===== src/laser_link_pkg.sv =====
package laser_link_pkg;

    typedef logic [7:0] byte_t;

    // order matches MARKER_TABLE
    typedef enum logic [1:0] {
        KIND_START = 2'd0,
        KIND_DATA  = 2'd1,
        KIND_STOP  = 2'd2
    } marker_kind_t;

    // marker word, bytes[0] is the first byte on the line
    typedef union packed {
        logic [31:0] word;
        byte_t [0:3] bytes;
    } marker_word_t;

    // serial line timing
    localparam int BIT_CLOCKS  = 16;
    localparam int FRAME_BITS  = 10;
    localparam int BIT_COUNT_W = $clog2(BIT_CLOCKS);
    localparam int BIT_INDEX_W = $clog2(FRAME_BITS);

    // handshake bytes
    localparam byte_t HS_REQUEST = 8'hAA;
    localparam byte_t HS_REPLY   = 8'h10;

    // first bytes must all differ, the detector arms on them
    localparam logic [31:0] MARKER_START = 32'hC1C2C3C4;
    localparam logic [31:0] MARKER_DATA  = 32'hD1D2D3D4;
    localparam logic [31:0] MARKER_STOP  = 32'h51525354;

    localparam int MARKER_COUNT = 3;
    localparam marker_word_t MARKER_TABLE [MARKER_COUNT] = '{
        MARKER_START,
        MARKER_DATA,
        MARKER_STOP
    };

    // frame and timeout lengths
    localparam int FRAME_BYTES    = 1024;
    localparam int SILENCE_CLOCKS = 1024;
    localparam int ALIGN_CLOCKS   = 192;
    // one timer serves both silence and alignment
    localparam int TIMER_W        = $clog2(SILENCE_CLOCKS) + 1;
    localparam int FRAME_COUNT_W  = $clog2(FRAME_BYTES) + 1;

    // transmit queue
    localparam int TX_QUEUE_DEPTH = 16;
    localparam int QUEUE_ADDR_W   = $clog2(TX_QUEUE_DEPTH);

endpackage

===== src/laser_link.sv =====
`timescale 1ns/1ps

module laser_link (
    input  logic                  clock,
    input  logic                  reset,
    input  logic                  laser_rx,
    output logic                  laser_tx,
    input  laser_link_pkg::byte_t send_data,
    input  logic                  send_write,
    output logic                  send_full,
    output laser_link_pkg::byte_t recv_data,
    output logic                  recv_valid,
    input  logic                  recv_full
);
    import laser_link_pkg::*;

    byte_t        tx_byte;
    byte_t        rx_byte;
    byte_t        queue_head;
    marker_kind_t marker_kind;
    logic         tx_start;
    logic         tx_done;
    logic         rx_valid;
    logic         marker_hit;
    logic         queue_empty;
    logic         queue_pop;

    laser_serializer serializer_i (
        .clock, .reset, .tx_start, .tx_byte, .laser_tx, .tx_done
    );

    laser_deserializer deserializer_i (
        .clock, .reset, .laser_rx, .rx_byte, .rx_valid
    );

    tx_byte_queue queue_i (
        .clock, .reset, .send_data, .send_write, .pop(queue_pop),
        .head(queue_head), .empty(queue_empty), .send_full
    );

    marker_detector detector_i (
        .clock, .reset, .rx_byte, .rx_valid, .marker_hit, .marker_kind
    );

    link_controller controller_i (
        .clock, .reset, .rx_byte, .rx_valid, .marker_hit, .marker_kind,
        .queue_head, .queue_empty, .queue_pop, .tx_start, .tx_byte, .tx_done,
        .recv_data, .recv_valid, .recv_full
    );

endmodule


===== src/link_controller.sv =====
`timescale 1ns/1ps

module link_controller (
    input  logic                         clock,
    input  logic                         reset,
    input  laser_link_pkg::byte_t        rx_byte,
    input  logic                         rx_valid,
    input  logic                         marker_hit,
    input  laser_link_pkg::marker_kind_t marker_kind,
    input  laser_link_pkg::byte_t        queue_head,
    input  logic                         queue_empty,
    output logic                         queue_pop,
    output logic                         tx_start,
    output laser_link_pkg::byte_t        tx_byte,
    input  logic                         tx_done,
    output laser_link_pkg::byte_t        recv_data,
    output logic                         recv_valid,
    input  logic                         recv_full
);
    import laser_link_pkg::*;

    typedef enum logic [3:0] {
        ST_IDLE, ST_HS_SEND, ST_HS_DRAIN, ST_ALIGN, ST_SEND, ST_SEND_WAIT,
        ST_HS_RECV, ST_MARK0, ST_MARK1, ST_MARK2, ST_MARK3, ST_RECV
    } state_t;

    state_t                   state;
    state_t                   state_next;
    logic [TIMER_W-1:0]       timer;
    logic [FRAME_COUNT_W-1:0] frame_count;
    marker_word_t             marker_saved;
    logic                     timer_clear;
    logic                     timer_inc;
    logic                     count_clear;
    logic                     count_inc;
    logic                     marker_load;
    logic                     marker_shift;
    logic                     saw_request;
    logic                     saw_reply;
    logic                     silence_done;
    logic                     align_done;
    logic                     frame_done;
    logic                     in_marker;

    assign saw_request  = rx_valid && (rx_byte == HS_REQUEST);
    assign saw_reply    = rx_valid && (rx_byte == HS_REPLY);
    assign silence_done = (timer == TIMER_W'(SILENCE_CLOCKS - 1));
    assign align_done   = (timer == TIMER_W'(ALIGN_CLOCKS - 1));
    assign frame_done   = (frame_count == FRAME_COUNT_W'(FRAME_BYTES));
    assign in_marker    = state inside {ST_MARK0, ST_MARK1, ST_MARK2, ST_MARK3};

    // marker bytes leave from the top of the saved word
    assign recv_data = in_marker ? marker_saved.bytes[0] : rx_byte;

    always_comb begin
        state_next   = state;
        timer_clear  = 1'b0;
        timer_inc    = 1'b0;
        count_clear  = 1'b0;
        count_inc    = 1'b0;
        marker_load  = 1'b0;
        marker_shift = 1'b0;
        queue_pop    = 1'b0;
        tx_start     = 1'b0;
        tx_byte      = HS_REQUEST;
        recv_valid   = 1'b0;

        case (state)
            ST_IDLE: begin
                timer_clear = 1'b1;
                if (!queue_empty) begin
                    state_next = ST_HS_SEND;
                end else if (saw_request) begin
                    state_next = ST_HS_RECV;
                end else if (marker_hit) begin
                    state_next  = ST_MARK0;
                    marker_load = 1'b1;
                    count_clear = 1'b1;
                end
            end
            // request repeats back to back until the peer answers
            ST_HS_SEND: begin
                tx_start = 1'b1;
                if (saw_reply) state_next = ST_HS_DRAIN;
            end
            ST_HS_DRAIN: begin
                timer_clear = 1'b1;
                if (tx_done) state_next = ST_ALIGN;
            end
            ST_ALIGN: begin
                timer_inc = 1'b1;
                if (align_done) state_next = ST_SEND;
            end
            ST_SEND: begin
                tx_start   = 1'b1;
                tx_byte    = queue_head;
                queue_pop  = 1'b1;
                state_next = ST_SEND_WAIT;
            end
            ST_SEND_WAIT: begin
                if (tx_done) state_next = queue_empty ? ST_IDLE : ST_SEND;
            end
            // a reply is dropped if the serializer is still busy
            ST_HS_RECV: begin
                tx_byte  = HS_REPLY;
                tx_start = saw_request;
                if (marker_hit) begin
                    state_next  = ST_MARK0;
                    marker_load = 1'b1;
                    count_clear = 1'b1;
                    timer_clear = 1'b1;
                end else if (rx_valid) begin
                    timer_clear = 1'b1;
                end else if (silence_done) begin
                    state_next = ST_IDLE;
                end else begin
                    timer_inc = 1'b1;
                end
            end
            ST_MARK0, ST_MARK1, ST_MARK2, ST_MARK3: begin
                if (!recv_full) begin
                    recv_valid   = 1'b1;
                    marker_shift = 1'b1;
                    count_inc    = 1'b1;
                    state_next   = (state == ST_MARK3) ? ST_RECV : state_t'(state + 4'd1);
                end
            end
            ST_RECV: begin
                if (frame_done || silence_done) begin
                    state_next = ST_IDLE;
                end else if (rx_valid) begin
                    // refused bytes still count toward the frame
                    count_inc   = 1'b1;
                    timer_clear = 1'b1;
                    recv_valid  = !recv_full;
                end else begin
                    timer_inc = 1'b1;
                end
            end
            default: state_next = ST_IDLE;
        endcase
    end

    always_ff @(posedge clock or posedge reset) begin
        if (reset) begin
            state       <= ST_IDLE;
            timer       <= '0;
            frame_count <= '0;
        end else begin
            state <= state_next;
            if (timer_clear) timer <= '0;
            else if (timer_inc) timer <= timer + 1'b1;
            if (count_clear) frame_count <= '0;
            else if (count_inc) frame_count <= frame_count + 1'b1;
        end
    end

    always_ff @(posedge clock) begin
        if (marker_load) marker_saved <= MARKER_TABLE[marker_kind];
        else if (marker_shift) marker_saved.word <= {marker_saved.word[23:0], 8'h00};
    end

    // host back-pressure is always honoured
    no_push_when_full_a: assert property (@(posedge clock) disable iff (reset)
        recv_full |-> !recv_valid);

endmodule


===== src/marker_detector.sv =====
`timescale 1ns/1ps

module marker_detector (
    input  logic                         clock,
    input  logic                         reset,
    input  laser_link_pkg::byte_t        rx_byte,
    input  logic                         rx_valid,
    output logic                         marker_hit,
    output laser_link_pkg::marker_kind_t marker_kind
);
    import laser_link_pkg::*;

    logic         armed;
    marker_kind_t armed_kind;
    logic [1:0]   match_idx;
    logic         first_hit;
    marker_kind_t first_kind;
    byte_t        expected;
    logic         next_match;

    // which marker, if any, starts with this byte
    always_comb begin
        first_hit  = 1'b0;
        first_kind = KIND_START;
        for (int k = 0; k < MARKER_COUNT; k++) begin
            if (rx_byte == MARKER_TABLE[k].bytes[0]) begin
                first_hit  = 1'b1;
                first_kind = marker_kind_t'(k);
            end
        end
    end

    assign expected    = MARKER_TABLE[armed_kind].bytes[match_idx];
    assign next_match  = rx_valid && armed && (rx_byte == expected);
    assign marker_hit  = next_match && (match_idx == 2'd3);
    assign marker_kind = armed_kind;

    always_ff @(posedge clock or posedge reset) begin
        if (reset) begin
            armed      <= 1'b0;
            armed_kind <= KIND_START;
            match_idx  <= 2'd0;
        end else if (rx_valid) begin
            if (!armed) begin
                if (first_hit) begin
                    armed      <= 1'b1;
                    armed_kind <= first_kind;
                    match_idx  <= 2'd1;
                end
            end else if (next_match && match_idx != 2'd3) begin
                match_idx <= match_idx + 2'd1;
            end else begin
                // a full match or a miss, the missing byte is not retried
                armed     <= 1'b0;
                match_idx <= 2'd0;
            end
        end
    end

    // armed exactly while a marker is partly matched
    armed_index_a: assert property (@(posedge clock) disable iff (reset)
        armed == (match_idx != 2'd0));

endmodule


===== src/tx_byte_queue.sv =====
`timescale 1ns/1ps

module tx_byte_queue (
    input  logic                  clock,
    input  logic                  reset,
    input  laser_link_pkg::byte_t send_data,
    input  logic                  send_write,
    input  logic                  pop,
    output laser_link_pkg::byte_t head,
    output logic                  empty,
    output logic                  send_full
);
    import laser_link_pkg::*;

    byte_t                   mem [TX_QUEUE_DEPTH];
    logic [QUEUE_ADDR_W-1:0] wr_ptr;
    logic [QUEUE_ADDR_W-1:0] rd_ptr;
    logic [QUEUE_ADDR_W:0]   count;
    logic                    push_ok;
    logic                    pop_ok;

    assign push_ok   = send_write && !send_full;
    assign pop_ok    = pop && !empty;
    assign empty     = (count == '0);
    assign send_full = (count == (QUEUE_ADDR_W + 1)'(TX_QUEUE_DEPTH));
    assign head      = mem[rd_ptr];

    // pointers wrap on their own, depth is a power of two
    always_ff @(posedge clock or posedge reset) begin
        if (reset) begin
            wr_ptr <= '0;
            rd_ptr <= '0;
            count  <= '0;
        end else begin
            if (push_ok) wr_ptr <= wr_ptr + 1'b1;
            if (pop_ok) rd_ptr <= rd_ptr + 1'b1;
            if (push_ok && !pop_ok) count <= count + 1'b1;
            else if (pop_ok && !push_ok) count <= count - 1'b1;
        end
    end

    always_ff @(posedge clock) begin
        if (push_ok) mem[wr_ptr] <= send_data;
    end

    // host must watch send_full
    no_overflow_a: assert property (@(posedge clock) disable iff (reset)
        send_write |-> !send_full);
    // controller pops only a queued byte
    no_underflow_a: assert property (@(posedge clock) disable iff (reset) pop |-> !empty);

endmodule


===== src/laser_deserializer.sv =====
`timescale 1ns/1ps

module laser_deserializer (
    input  logic                  clock,
    input  logic                  reset,
    input  logic                  laser_rx,
    output laser_link_pkg::byte_t rx_byte,
    output logic                  rx_valid
);
    import laser_link_pkg::*;

    logic                   rx_meta;
    logic                   rx_sync;
    logic                   rx_prev;
    logic                   busy;
    logic [BIT_COUNT_W-1:0] bit_cnt;
    logic [BIT_INDEX_W-1:0] bit_idx;
    logic [BIT_COUNT_W-1:0] sample_at;
    logic                   sample;
    byte_t                  data_shift;

    // half a bit to the middle of the start bit, whole bits after that
    assign sample_at = (bit_idx == '0) ? BIT_COUNT_W'(BIT_CLOCKS / 2 - 1)
                                       : BIT_COUNT_W'(BIT_CLOCKS - 1);
    assign sample    = busy && (bit_cnt == sample_at);
    assign rx_byte   = data_shift;

    // synchronizer and edge history idle high like the line
    always_ff @(posedge clock or posedge reset) begin
        if (reset) begin
            rx_meta <= 1'b1;
            rx_sync <= 1'b1;
            rx_prev <= 1'b1;
        end else begin
            rx_meta <= laser_rx;
            rx_sync <= rx_meta;
            rx_prev <= rx_sync;
        end
    end

    always_ff @(posedge clock or posedge reset) begin
        if (reset) begin
            busy     <= 1'b0;
            bit_cnt  <= '0;
            bit_idx  <= '0;
            rx_valid <= 1'b0;
        end else begin
            rx_valid <= 1'b0;
            if (!busy) begin
                if (rx_prev && !rx_sync) begin
                    busy    <= 1'b1;
                    bit_cnt <= '0;
                    bit_idx <= '0;
                end
            end else if (sample) begin
                bit_cnt <= '0;
                bit_idx <= bit_idx + 1'b1;
                if (bit_idx == '0 && rx_sync) begin
                    // glitch, start bit gone by mid-bit
                    busy <= 1'b0;
                end else if (bit_idx == BIT_INDEX_W'(FRAME_BITS - 1)) begin
                    busy     <= 1'b0;
                    rx_valid <= rx_sync;
                end
            end else begin
                bit_cnt <= bit_cnt + 1'b1;
            end
        end
    end

    always_ff @(posedge clock) begin
        if (sample && bit_idx != '0 && bit_idx != BIT_INDEX_W'(FRAME_BITS - 1)) begin
            data_shift <= {rx_sync, data_shift[7:1]};
        end
    end

endmodule


===== src/laser_serializer.sv =====
`timescale 1ns/1ps

module laser_serializer (
    input  logic                  clock,
    input  logic                  reset,
    input  logic                  tx_start,
    input  laser_link_pkg::byte_t tx_byte,
    output logic                  laser_tx,
    output logic                  tx_done
);
    import laser_link_pkg::*;

    logic                   busy;
    logic [BIT_COUNT_W-1:0] bit_cnt;
    logic [BIT_INDEX_W-1:0] bit_idx;
    byte_t                  data_shift;

    // bit_idx 0 is the start bit, 1 to 8 data, last is the stop bit
    always_ff @(posedge clock or posedge reset) begin
        if (reset) begin
            busy     <= 1'b0;
            bit_cnt  <= '0;
            bit_idx  <= '0;
            laser_tx <= 1'b1;
            tx_done  <= 1'b0;
        end else begin
            tx_done <= 1'b0;
            if (!busy) begin
                if (tx_start) begin
                    busy     <= 1'b1;
                    bit_cnt  <= '0;
                    bit_idx  <= '0;
                    laser_tx <= 1'b0;
                end
            end else if (bit_cnt == BIT_COUNT_W'(BIT_CLOCKS - 1)) begin
                bit_cnt <= '0;
                if (bit_idx == BIT_INDEX_W'(FRAME_BITS - 1)) begin
                    busy    <= 1'b0;
                    tx_done <= 1'b1;
                end else begin
                    bit_idx <= bit_idx + 1'b1;
                    // after the last data bit comes the stop bit
                    laser_tx <= (bit_idx == BIT_INDEX_W'(FRAME_BITS - 2)) ? 1'b1 : data_shift[0];
                end
            end else begin
                bit_cnt <= bit_cnt + 1'b1;
            end
        end
    end

    // lsb first
    always_ff @(posedge clock) begin
        if (!busy && tx_start) begin
            data_shift <= tx_byte;
        end else if (busy && bit_cnt == BIT_COUNT_W'(BIT_CLOCKS - 1)) begin
            data_shift <= data_shift >> 1;
        end
    end

    // line must rest high between frames
    idle_high_a: assert property (@(posedge clock) disable iff (reset) !busy |-> laser_tx);

endmodule


===== config.mk =====
export PLATFORM = sky130hd
export DESIGN_NAME = laser_link
export DESIGN_NICKNAME = d
export VERILOG_FILES = /design/src/laser_link_pkg.sv /design/src/laser_link.sv /design/src/link_controller.sv /design/src/marker_detector.sv /design/src/tx_byte_queue.sv /design/src/laser_deserializer.sv /design/src/laser_serializer.sv
export SDC_FILE = /design/constraint.sdc
export NUM_CORES = 1
export LEC_CHECK = 0
export BUFFER_PORTS_ARGS = -buffer_cell sky130_fd_sc_hd__clkbuf_2
export CAP_MARGIN = 10
export CELL_PAD_IN_SITES_DETAIL_PLACEMENT = 0
export CELL_PAD_IN_SITES_GLOBAL_PLACEMENT = 1
export CORE_MARGIN = 4
export CORE_UTILIZATION = 53
export DETAILED_ROUTE_END_ITERATION = 8
export PLACE_DENSITY = 0.77
export RECOVER_POWER = 25
export SLEW_MARGIN = 20
export SYNTH_ARGS = -nofsm -noshare
export SYNTH_HDL_FRONTEND = slang
export SYNTH_SLANG_ARGS = --single-unit

===== constraint.sdc =====
create_clock -name clock -period 4.5 [get_ports clock]
set_clock_uncertainty 0.15 [all_clocks]
set_input_delay 1.125 -clock clock [delete_from_list [all_inputs] [get_ports clock]]
set_output_delay 1.125 -clock clock [all_outputs]
set_load 0.005 [all_outputs]

==> flow_metrics.tcl, run 1 <==
set metrics [dict create \
    p_leak_nw 4.24 \
    postCtsSetupRepairBufs 0 \
    viasPerCell 5.69 \
    seq_area_um2 6720 \
    postSynthCellCount 755 \
    syn-num-nets 795 \
    arrival_ns 2.69 \
    cts_made_buffers 24 \
    async_reset_ff_share_pct 28.9 \
    grt_pass1_wl_um 33400 \
    initial_core_util_pct 54.1 \
    irDropWorstVdd_uv 434 \
    insertion_delay_ns 0.51 \
    critPathMaxFanout 14 \
    multi_input_area_um2 3650 \
    die_w_um 149 \
    maxCapViolations 0 \
    synth-edff-count 167 \
    setup_viol 0 \
    clk_path_buf_depth 3 \
    tns_ns 0 \
    tightest_slew_ns 1.07 \
    synth_area_leaders "edfxtp_1 (47%), dfrtp_1 (15%), mux4_2 (7.9%)" \
    drv_slew 0 \
    dieArea_um2 22300 \
    critPathRequiredTime_ns 3.22 \
    core_um2 19600 \
    whs_ns 0.216 \
    ys_types 68 \
    cp-start-kind "register" \
    total_power_mw 5.06 \
    nFillCells 1558 \
    grt.overflow.total 0 \
    switching_share_pct 25.1 \
    cts_hold_buffers 0 \
    via_count 6103 \
    finalWeightedCongestion 0.865 \
    path_class "reg -> out" \
    cts_max_level 1 \
    numClockSinks 235 \
    pwr-share-clk_pct 35.8 \
    grt_pass1_vias 6182 \
    syn_area_um2 10600 \
    antenna_found_initial 0 \
    diodes 0 \
    ys_warn_count 0 \
    yosys.area.top_type "edfxtp_1" \
    die_h_um 149 \
    regToRegSetupSlack_ns 0.93 \
    timing.fmax_mhz 252 \
    dp_hpwl_um 14000 \
    synthFlopType "edfxtp_1" \
    ant_nets 0 \
    first_pass_iters 7 \
    clkTransAtPathRegs_ns 0.06 \
    grt_max_degree 30 \
    nNetsFinal 830 \
    period_needed_ns 3.97 \
    p_switching_mw 1.27 \
    p_int_mw 3.79 \
    rsz0062_at_grt "false" \
    drive_gt1_share_pct 16.4 \
    drt_iter0_drc 389 \
    port_buffers 23 \
    power_frac_comb_pct 11.5 \
    totalWireLength_um 20600 \
    p_seq_share_pct 52.7 \
    tritoncts "yes" \
    area_growth_pct 11.0 \
    grt_usage_pct 19.0 \
    final_hold_viol_count 0 \
    cp-end-kind "output pin" \
    drc_errors 0 \
    cpPeakStageDelay_ns 0.45 \
    yosysMostFrequentCell "edfxtp_1" \
    critPathSlowestCell "a32o_1" \
    ctsRootBufferMaster "clkbuf_16" \
    syn_area_per_cell_um2 14.0 \
    post_cts_resized 0 \
    post_drt_wl_per_cell_um 19.2 \
    pwr_density_cell_nw_per_um2 430 \
    seq_area_frac_synth_pct 63.4 \
    period_share_pct 88.2 \
    yosysTopAreaCellShare_pct 47.3 \
    synth_common_cells "edfxtp_1 (167), nor2_1 (65), dfrtp_1 (64), nand2_1 (55), mux4_2 (37)" \
    maxSlewHeadroom_pct 28.3 \
    crit_chain "inv_1, ha_1, nor3_1, o22ai_1, buf_4, a32o_1, and2_1, clkbuf_2" \
    fp-row-count 51 \
    io_pins 24 \
    ys_ff_latch 235 \
    status "completed" \
    hold_class "reg -> reg" \
]
flip-flops by register name (all words and copies together), names as in the netlist, 2 cells and up:
signal and flops:
queue_i.wr_ptr 4, deserializer_i.bit_idx 4, serializer_i.data_shift 8, serializer_i.bit_cnt 4, controller_i.frame_count 11, detector_i.match_idx 2
controller_i.timer 11, queue_i.mem 128, detector_i.marker_kind 2, serializer_i.bit_idx 4, deserializer_i.rx_byte 8, queue_i.rd_ptr 4
controller_i.state 4, controller_i.marker_saved 23, deserializer_i.bit_cnt 4, queue_i.count 5
cells by family after synthesis:
| kind of cell | Yosys count | synth area share (%) |
|---|---|---|
| flops | 235 | 63.4 |
| simple gates | 226 | 10.9 |
| compound gates | 118 | 7.41 |
| buf+inv | 57 | 2.20 |
| mux | 54 | 9.67 |
| xor+xnor | 37 | 3.06 |
| fa+ha+maj | 27 | 3.26 |
| other cells | 1 | 0.0354 |
power groups by stage:
stage               registers [mW]  logic (mW)  clock network [mW]
floorplan                     2.65       0.445                   0
global placement              2.70       0.559                   0
detailed placement            2.71       0.591                   0
CTS                           2.67       0.593                1.85
global route                  2.69       0.654                1.94
finish                        2.67       0.581                1.81
worst max-delay path: cells and delay by family (launching register included):
family	cells	cell delay, ns
flops	1	0.43
buf+inv	3	0.49
fa+ha+maj	1	0.33
simple gates	2	0.34
compound gates	2	0.59
cell usage in the layout, fill, tap and decap left out, drive strengths merged, types with 6 or more instances in the layout:
| cell type | instances |
|---|---|
| dfrtp | 64 |
| nor3 | 13 |
| ha | 26 |
| o31ai | 6 |
| clkinv | 12 |
| nor2 | 68 |
| buf | 16 |
| a21o | 8 |
| mux4 | 37 |
| inv | 27 |
| xor2 | 14 |
| nand2 | 55 |
| o21ai | 29 |
| a211oi | 9 |
| nand4 | 16 |
| mux2 | 11 |
| edfxtp | 167 |
| nand3 | 20 |
| xnor2 | 23 |
| clkbuf | 54 |
| nor2b | 13 |
| a21oi | 36 |
| mux2i | 6 |
| nand2b | 8 |
cell type report:
| class | count | share of cell area (%) |
|---|---|---|
| Multi-Input combinational cell | 463 | 31.0 |
| Sequential cell | 235 | 57.2 |
| Clock inverter | 12 | 0.564 |
| Tap cell | 265 | 2.82 |
| Clock buffer | 31 | 5.51 |
| Timing Repair Buffer | 39 | 2.10 |
| Inverter | 27 | 0.862 |
per-layer routing:
metal  vias up  GRT usage, %  share of wire, %
met5         -             0                 0
li1       2894             -                 -
met3        32          3.07               3.6
met1      3073          24.9                43
met2       104          33.8                52
met4         0          4.35               2.1
path summary, 6_finish.rpt:
kind / from / end / cells after the start
setup / recovery: controller_i.state[0] / recv_valid / 8
hold / removal: deserializer_i.rx_meta / deserializer_i.rx_sync / 0
setup reg to reg: detector_i.marker_kind[1] / controller_i.marker_saved[13] / 7
hold reg to reg: deserializer_i.rx_meta / deserializer_i.rx_sync / 0
max in group asynchronous: reset / detector_i.match_idx[1] / 3
min in group asynchronous: reset / serializer_i.bit_idx[0] / 2
stage by stage:
step / util [%] / cell area (µm²) / setup WS (ns) / cells
6_report: 60.0 / 11800 / 0.532 / 1072
5_1_grt: 60.0 / 11800 / 0.292 / 1072
4_1_cts: 59.9 / 11700 / 0.537 / 1071
3_5_place_dp: 56.3 / 11000 / 0.905 / 1028
3_3_place_gp: 56.3 / 11000 / 1.03 / 1028
2_1_floorplan: - / 10600 / 1.39 / 755
(Power assumes the default switching activity.)
==> run 2: changes to the inputs <==
- CELL_PAD_IN_SITES_DETAIL_PLACEMENT: 0 -> unset
- CELL_PAD_IN_SITES_GLOBAL_PLACEMENT: 1 -> unset
- CORE_UTILIZATION: 53 -> 62
- PLACE_DENSITY: 0.77 -> 0.76
==> flow_metrics.tcl, run 2 (synthesis gave the netlist of run 1 again) <==
set metrics [dict create \
    cts_hold_buffers 0 \
    diodes 0 \
    ctsRootBufferMaster "clkbuf_16" \
    ant_nets 0 \
    drive_gt1_share_pct 15.7 \
    setup_slack_ns 0.619 \
    cpPeakStageDelay_ns 0.46 \
    core_um2 16600 \
    drt_iter0_drc 524 \
    cts_made_buffers 24 \
    timing.fmax_mhz 258 \
    setup_viol 0 \
    initial_core_util_pct 63.7 \
    die_w_um 139 \
    numClockSinks 235 \
    crit_chain "inv_1, ha_1, nor3_1, o22ai_1, buf_4, a32o_1, and2_1, clkbuf_2" \
    final_cell_mix "edfxtp_1 (167), nor2_1 (65), dfrtp_1 (63)" \
    final_hold_viol_count 0 \
    pwr_density_cell_nw_per_um2 444 \
    nNetsFinal 826 \
    area_growth_pct 10.7 \
    cp-start-kind "register" \
    critPathMaxFanout 14 \
    totalWireLength_um 20500 \
    reg.largest.list "queue_i.mem x128, controller_i.marker_saved x23" \
    finalWeightedCongestion 0.858 \
    largest_reg_flops 128 \
    grt_max_degree 28 \
    postCtsSetupRepairBufs 0 \
    critPathRequiredTime_ns 3.22 \
    critPathSlowestCell "a32o_1" \
    grt_util_met2_pct 37.3 \
    use_met3_pct 4.03 \
    maxSlewHeadroom_pct 27.1 \
    postLayoutCellArea_um2 11700 \
    antenna_found_initial 0 \
    clk_path_buf_depth 3 \
    status "completed" \
    arrival_ns 2.61 \
    port_buffers 23 \
    fp-row-count 47 \
    hold_class "reg -> reg" \
    post_cts_resized 0 \
    dieArea_um2 19200 \
    cp_top_family "compound AO/OA/AOI/OAI gates" \
    via_count 6310 \
    post_drt_wl_per_cell_um 20.0 \
    grt.overflow.total 0 \
    period_share_pct 86.3 \
    whs_ns 0.212 \
    dpl_worst_slack_ns 0.813 \
    insertion_delay_ns 0.50 \
    top_register "queue_i.mem" \
    drv_slew 0 \
    grt_pass1_vias 6381 \
    cp-end-kind "output pin" \
    tightest_slew_ns 1.09 \
    clkTransAtPathRegs_ns 0.06 \
    maxCapViolations 0 \
    dp_hpwl_um 13700 \
    io_pins 24 \
    viasPerCell 6.16 \
    irDropWorstVdd_uv 389 \
    grt_usage_pct 21.7 \
    p_leak_nw 4.25 \
    final_common_cell "edfxtp_1" \
    use_met1_pct 29.5 \
    period_needed_ns 3.88 \
    tritoncts "yes" \
    drc_errors 0 \
    first_pass_iters 5 \
    grt_pass1_wl_um 33700 \
    grt-busiest-layer "met2" \
    cts_max_level 1 \
    postPlaceCellArea_um2 10900 \
    rsz0062_at_grt "false" \
    post-route-util_pct 70.5 \
    critPathBufInv 3 \
    path_class "reg -> out" \
    tns_ns 0 \
    die_h_um 139 \
]
## run 2: report_power, final
part           switching, mW  internal, mW  leakage (nW)
Clock                  0.765          1.19         0.391
Combinational          0.343         0.241          1.54
Sequential             0.146          2.53          2.31
Total                   1.25          3.96          4.25
## run 2: metrics by stage
step	cells	total power [mW]
detailed placement	980	3.30
finish	1024	5.21
global route	1024	5.46
floorplan	755	3.10
CTS	1024	5.26
global placement	980	3.24
## run 2: worst paths after layout
path / start / end / slack [ns] / depth (start not counted)
hold / removal: deserializer_i.rx_meta / deserializer_i.rx_sync / 0.21 / 0
setup reg to reg: detector_i.marker_kind[1] / controller_i.marker_saved[29] / 0.81 / 6
hold reg to reg: deserializer_i.rx_meta / deserializer_i.rx_sync / 0.21 / 0
setup / recovery: controller_i.state[0] / recv_valid / 0.62 / 8
max in group asynchronous: reset / queue_i.wr_ptr[2] / 2.52 / 3
min in group asynchronous: reset / serializer_i.bit_idx[0] / 0.73 / 2
## run 2: routing by layer
metal / wire, µm / part of all wire (%)
met1: 8390 / 41
met2: 10400 / 51
met3: 1280 / 6.3
met4: 448 / 2.2
met5: 0 / 0
## run 2: final cells by class
type                    instances  area (µm²)
repair buffers                 35         195
well taps                     220         275
inverters                      27         101
clock inverters                10        93.8
fillers                      1082        4910
multi-input cells             463        3640
clock buffers                  34         699
flip-flops and latches        235        6720
## run 2: worst register-to-register path, stage by stage (launching register included)
cell      delay [ns]
dfrtp_1         0.51
ha_1            0.41
or4b_2          0.61
o21ai_1         0.14
o211ai_1        0.19
or2_0           0.50
nand2_1         0.79
==> run 3: changes to the inputs <==
- clock period: 4.5 -> 3.6 ns (I/O delays scaled with it)
==> flow_metrics.tcl, run 3 (synthesis gave the netlist of run 1 again) <==
set metrics [dict create \
    status "completed" \
    p_leak_nw 4.31 \
    cp-start-kind "register" \
    period_share_pct 94.8 \
    ant_nets 0 \
    fp-row-count 47 \
    tns_ns 0 \
    irDropWorstVdd_uv 419 \
    cts_hold_buffers 0 \
    grt_usage_pct 22.7 \
    hold_class "reg -> reg" \
    maxSlewHeadroom_pct 40.4 \
    tritoncts "yes" \
    via_count 6440 \
    grt_pass1_wl_um 35200 \
    postLayoutCellArea_um2 11800 \
    critPathMaxFanout 14 \
    final_hold_viol_count 0 \
    grt.overflow.total 0 \
    totalWireLength_um 21200 \
    die_w_um 139 \
    top_register "queue_i.mem" \
    core_um2 16600 \
    cts_max_level 1 \
    io_pins 24 \
    final_cell_mix "edfxtp_1 (167), nor2_1 (65), dfrtp_1 (63)" \
    drt_iter0_drc 558 \
    first_pass_iters 5 \
    drc_errors 0 \
    post-route-util_pct 71.1 \
    post_drt_wl_per_cell_um 20.4 \
    final_common_cell "edfxtp_1" \
    grt_util_met2_pct 38.4 \
    grt_max_degree 48 \
    post_cts_resized 0 \
    largest_reg_flops 128 \
    cts_made_buffers 24 \
    viasPerCell 6.19 \
    arrival_ns 2.36 \
    maxCapViolations 0 \
    insertion_delay_ns 0.51 \
    antenna_found_initial 0 \
    drv_slew 0 \
    nNetsFinal 842 \
    period_needed_ns 3.41 \
    finalWeightedCongestion 0.809 \
    clk_path_buf_depth 3 \
    use_met3_pct 3.21 \
    placed_cells 996 \
    instances_no_fill 1040 \
    dp_hpwl_um 14200 \
    total_power_mw 6.44 \
    pwr_density_cell_nw_per_um2 544 \
    numClockSinks 235 \
    path_class "reg -> out" \
    port_buffers 23 \
    die_h_um 139 \
    cp-end-kind "output pin" \
    grt-busiest-layer "met2" \
    drive_gt1_share_pct 17.8 \
    grt_pass1_vias 6510 \
    timing.fmax_mhz 293 \
    postPlaceCellArea_um2 11100 \
    critPathRequiredTime_ns 2.55 \
    ctsRootBufferMaster "clkbuf_16" \
    area_growth_pct 11.7 \
    reg.largest.list "queue_i.mem x128, controller_i.marker_saved x23" \
    use_met1_pct 31.8 \
    dieArea_um2 19200 \
    initial_core_util_pct 63.7 \
    nFillCells 1094 \
    rsz0062_at_grt "false" \
    clkTransAtPathRegs_ns 0.06 \
    setup_viol 0 \
    postCtsSetupRepairBufs 0 \
    diodes 0 \
    tightest_slew_ns 0.891 \
]
[run 3: changes by cell type in the layout (fill, tap and decap cells not counted)]
cell and delta:
buf_12 +2, clkinv_1 -1, clkinv_4 +1, clkinv_2 +4, bufinv_16 -1, clkinvlp_4 +4, buf_4 +14, clkbuf_1 -3
clkbuf_8 -4
[run 3: critical path, cell delays in order, from the launching register on]
cell and delay [ns]:
dfrtp_1 0.42, inv_1 0.12, ha_1 0.35, nor3_1 0.10
o22ai_1 0.14, buf_4 0.25, mux2_2 0.36, clkbuf_2 0.11
[run 3: where the power goes]
part | total (mW) | internal [mW] | switching, mW
registers | 3.34 | 3.16 | 0.178
logic | 0.757 | 0.320 | 0.436
clock network | 2.34 | 1.34 | 1.00
total | 6.44 | 4.82 | 1.62
[run 3: final timing paths]
kind / cells past startpoint / slack, ns / start / endpoint
worst min-delay path: 0 / 0.22 / deserializer_i.rx_meta / deserializer_i.rx_sync
worst max register to register: 12 / 0.36 / queue_i.count[1] / queue_i.count[4]
min in group asynchronous: 2 / 0.40 / reset / serializer_i.bit_idx[0]
worst min register to register: 0 / 0.22 / deserializer_i.rx_meta / deserializer_i.rx_sync
worst max-delay path: 7 / 0.19 / controller_i.state[0] / recv_data[3]
max in group asynchronous: 3 / 2.14 / reset / queue_i.rd_ptr[0]
[run 3: cell type report]
cell class	instances	area, µm²	share of cell area (%)
Timing Repair Buffer	51	340	2.88
Inverter	27	101	0.856
Clock inverter	17	119	1.00
Clock buffer	27	633	5.35
Tap cell	220	275	2.33
Multi-Input combinational cell	463	3640	30.8
Sequential cell	235	6720	56.8
[run 3: routing by layer]
| layer | wire length [µm] | up-vias |
|---|---|---|
| met5 | 0 | - |
| met4 | 493 | 0 |
| met3 | 991 | 38 |
| met2 | 10700 | 205 |
| met1 | 9040 | 3259 |
| li1 | - | 2938 |
[run 3: through the flow]
stage                     worst slack (ns)  hold WS [ns]
after floorplan                      0.493         0.195
after global placement               0.524         0.201
after detailed placement             0.372         0.200
after CTS                            0.174         0.212
after global routing                0.0184         0.221
final                                0.188         0.216
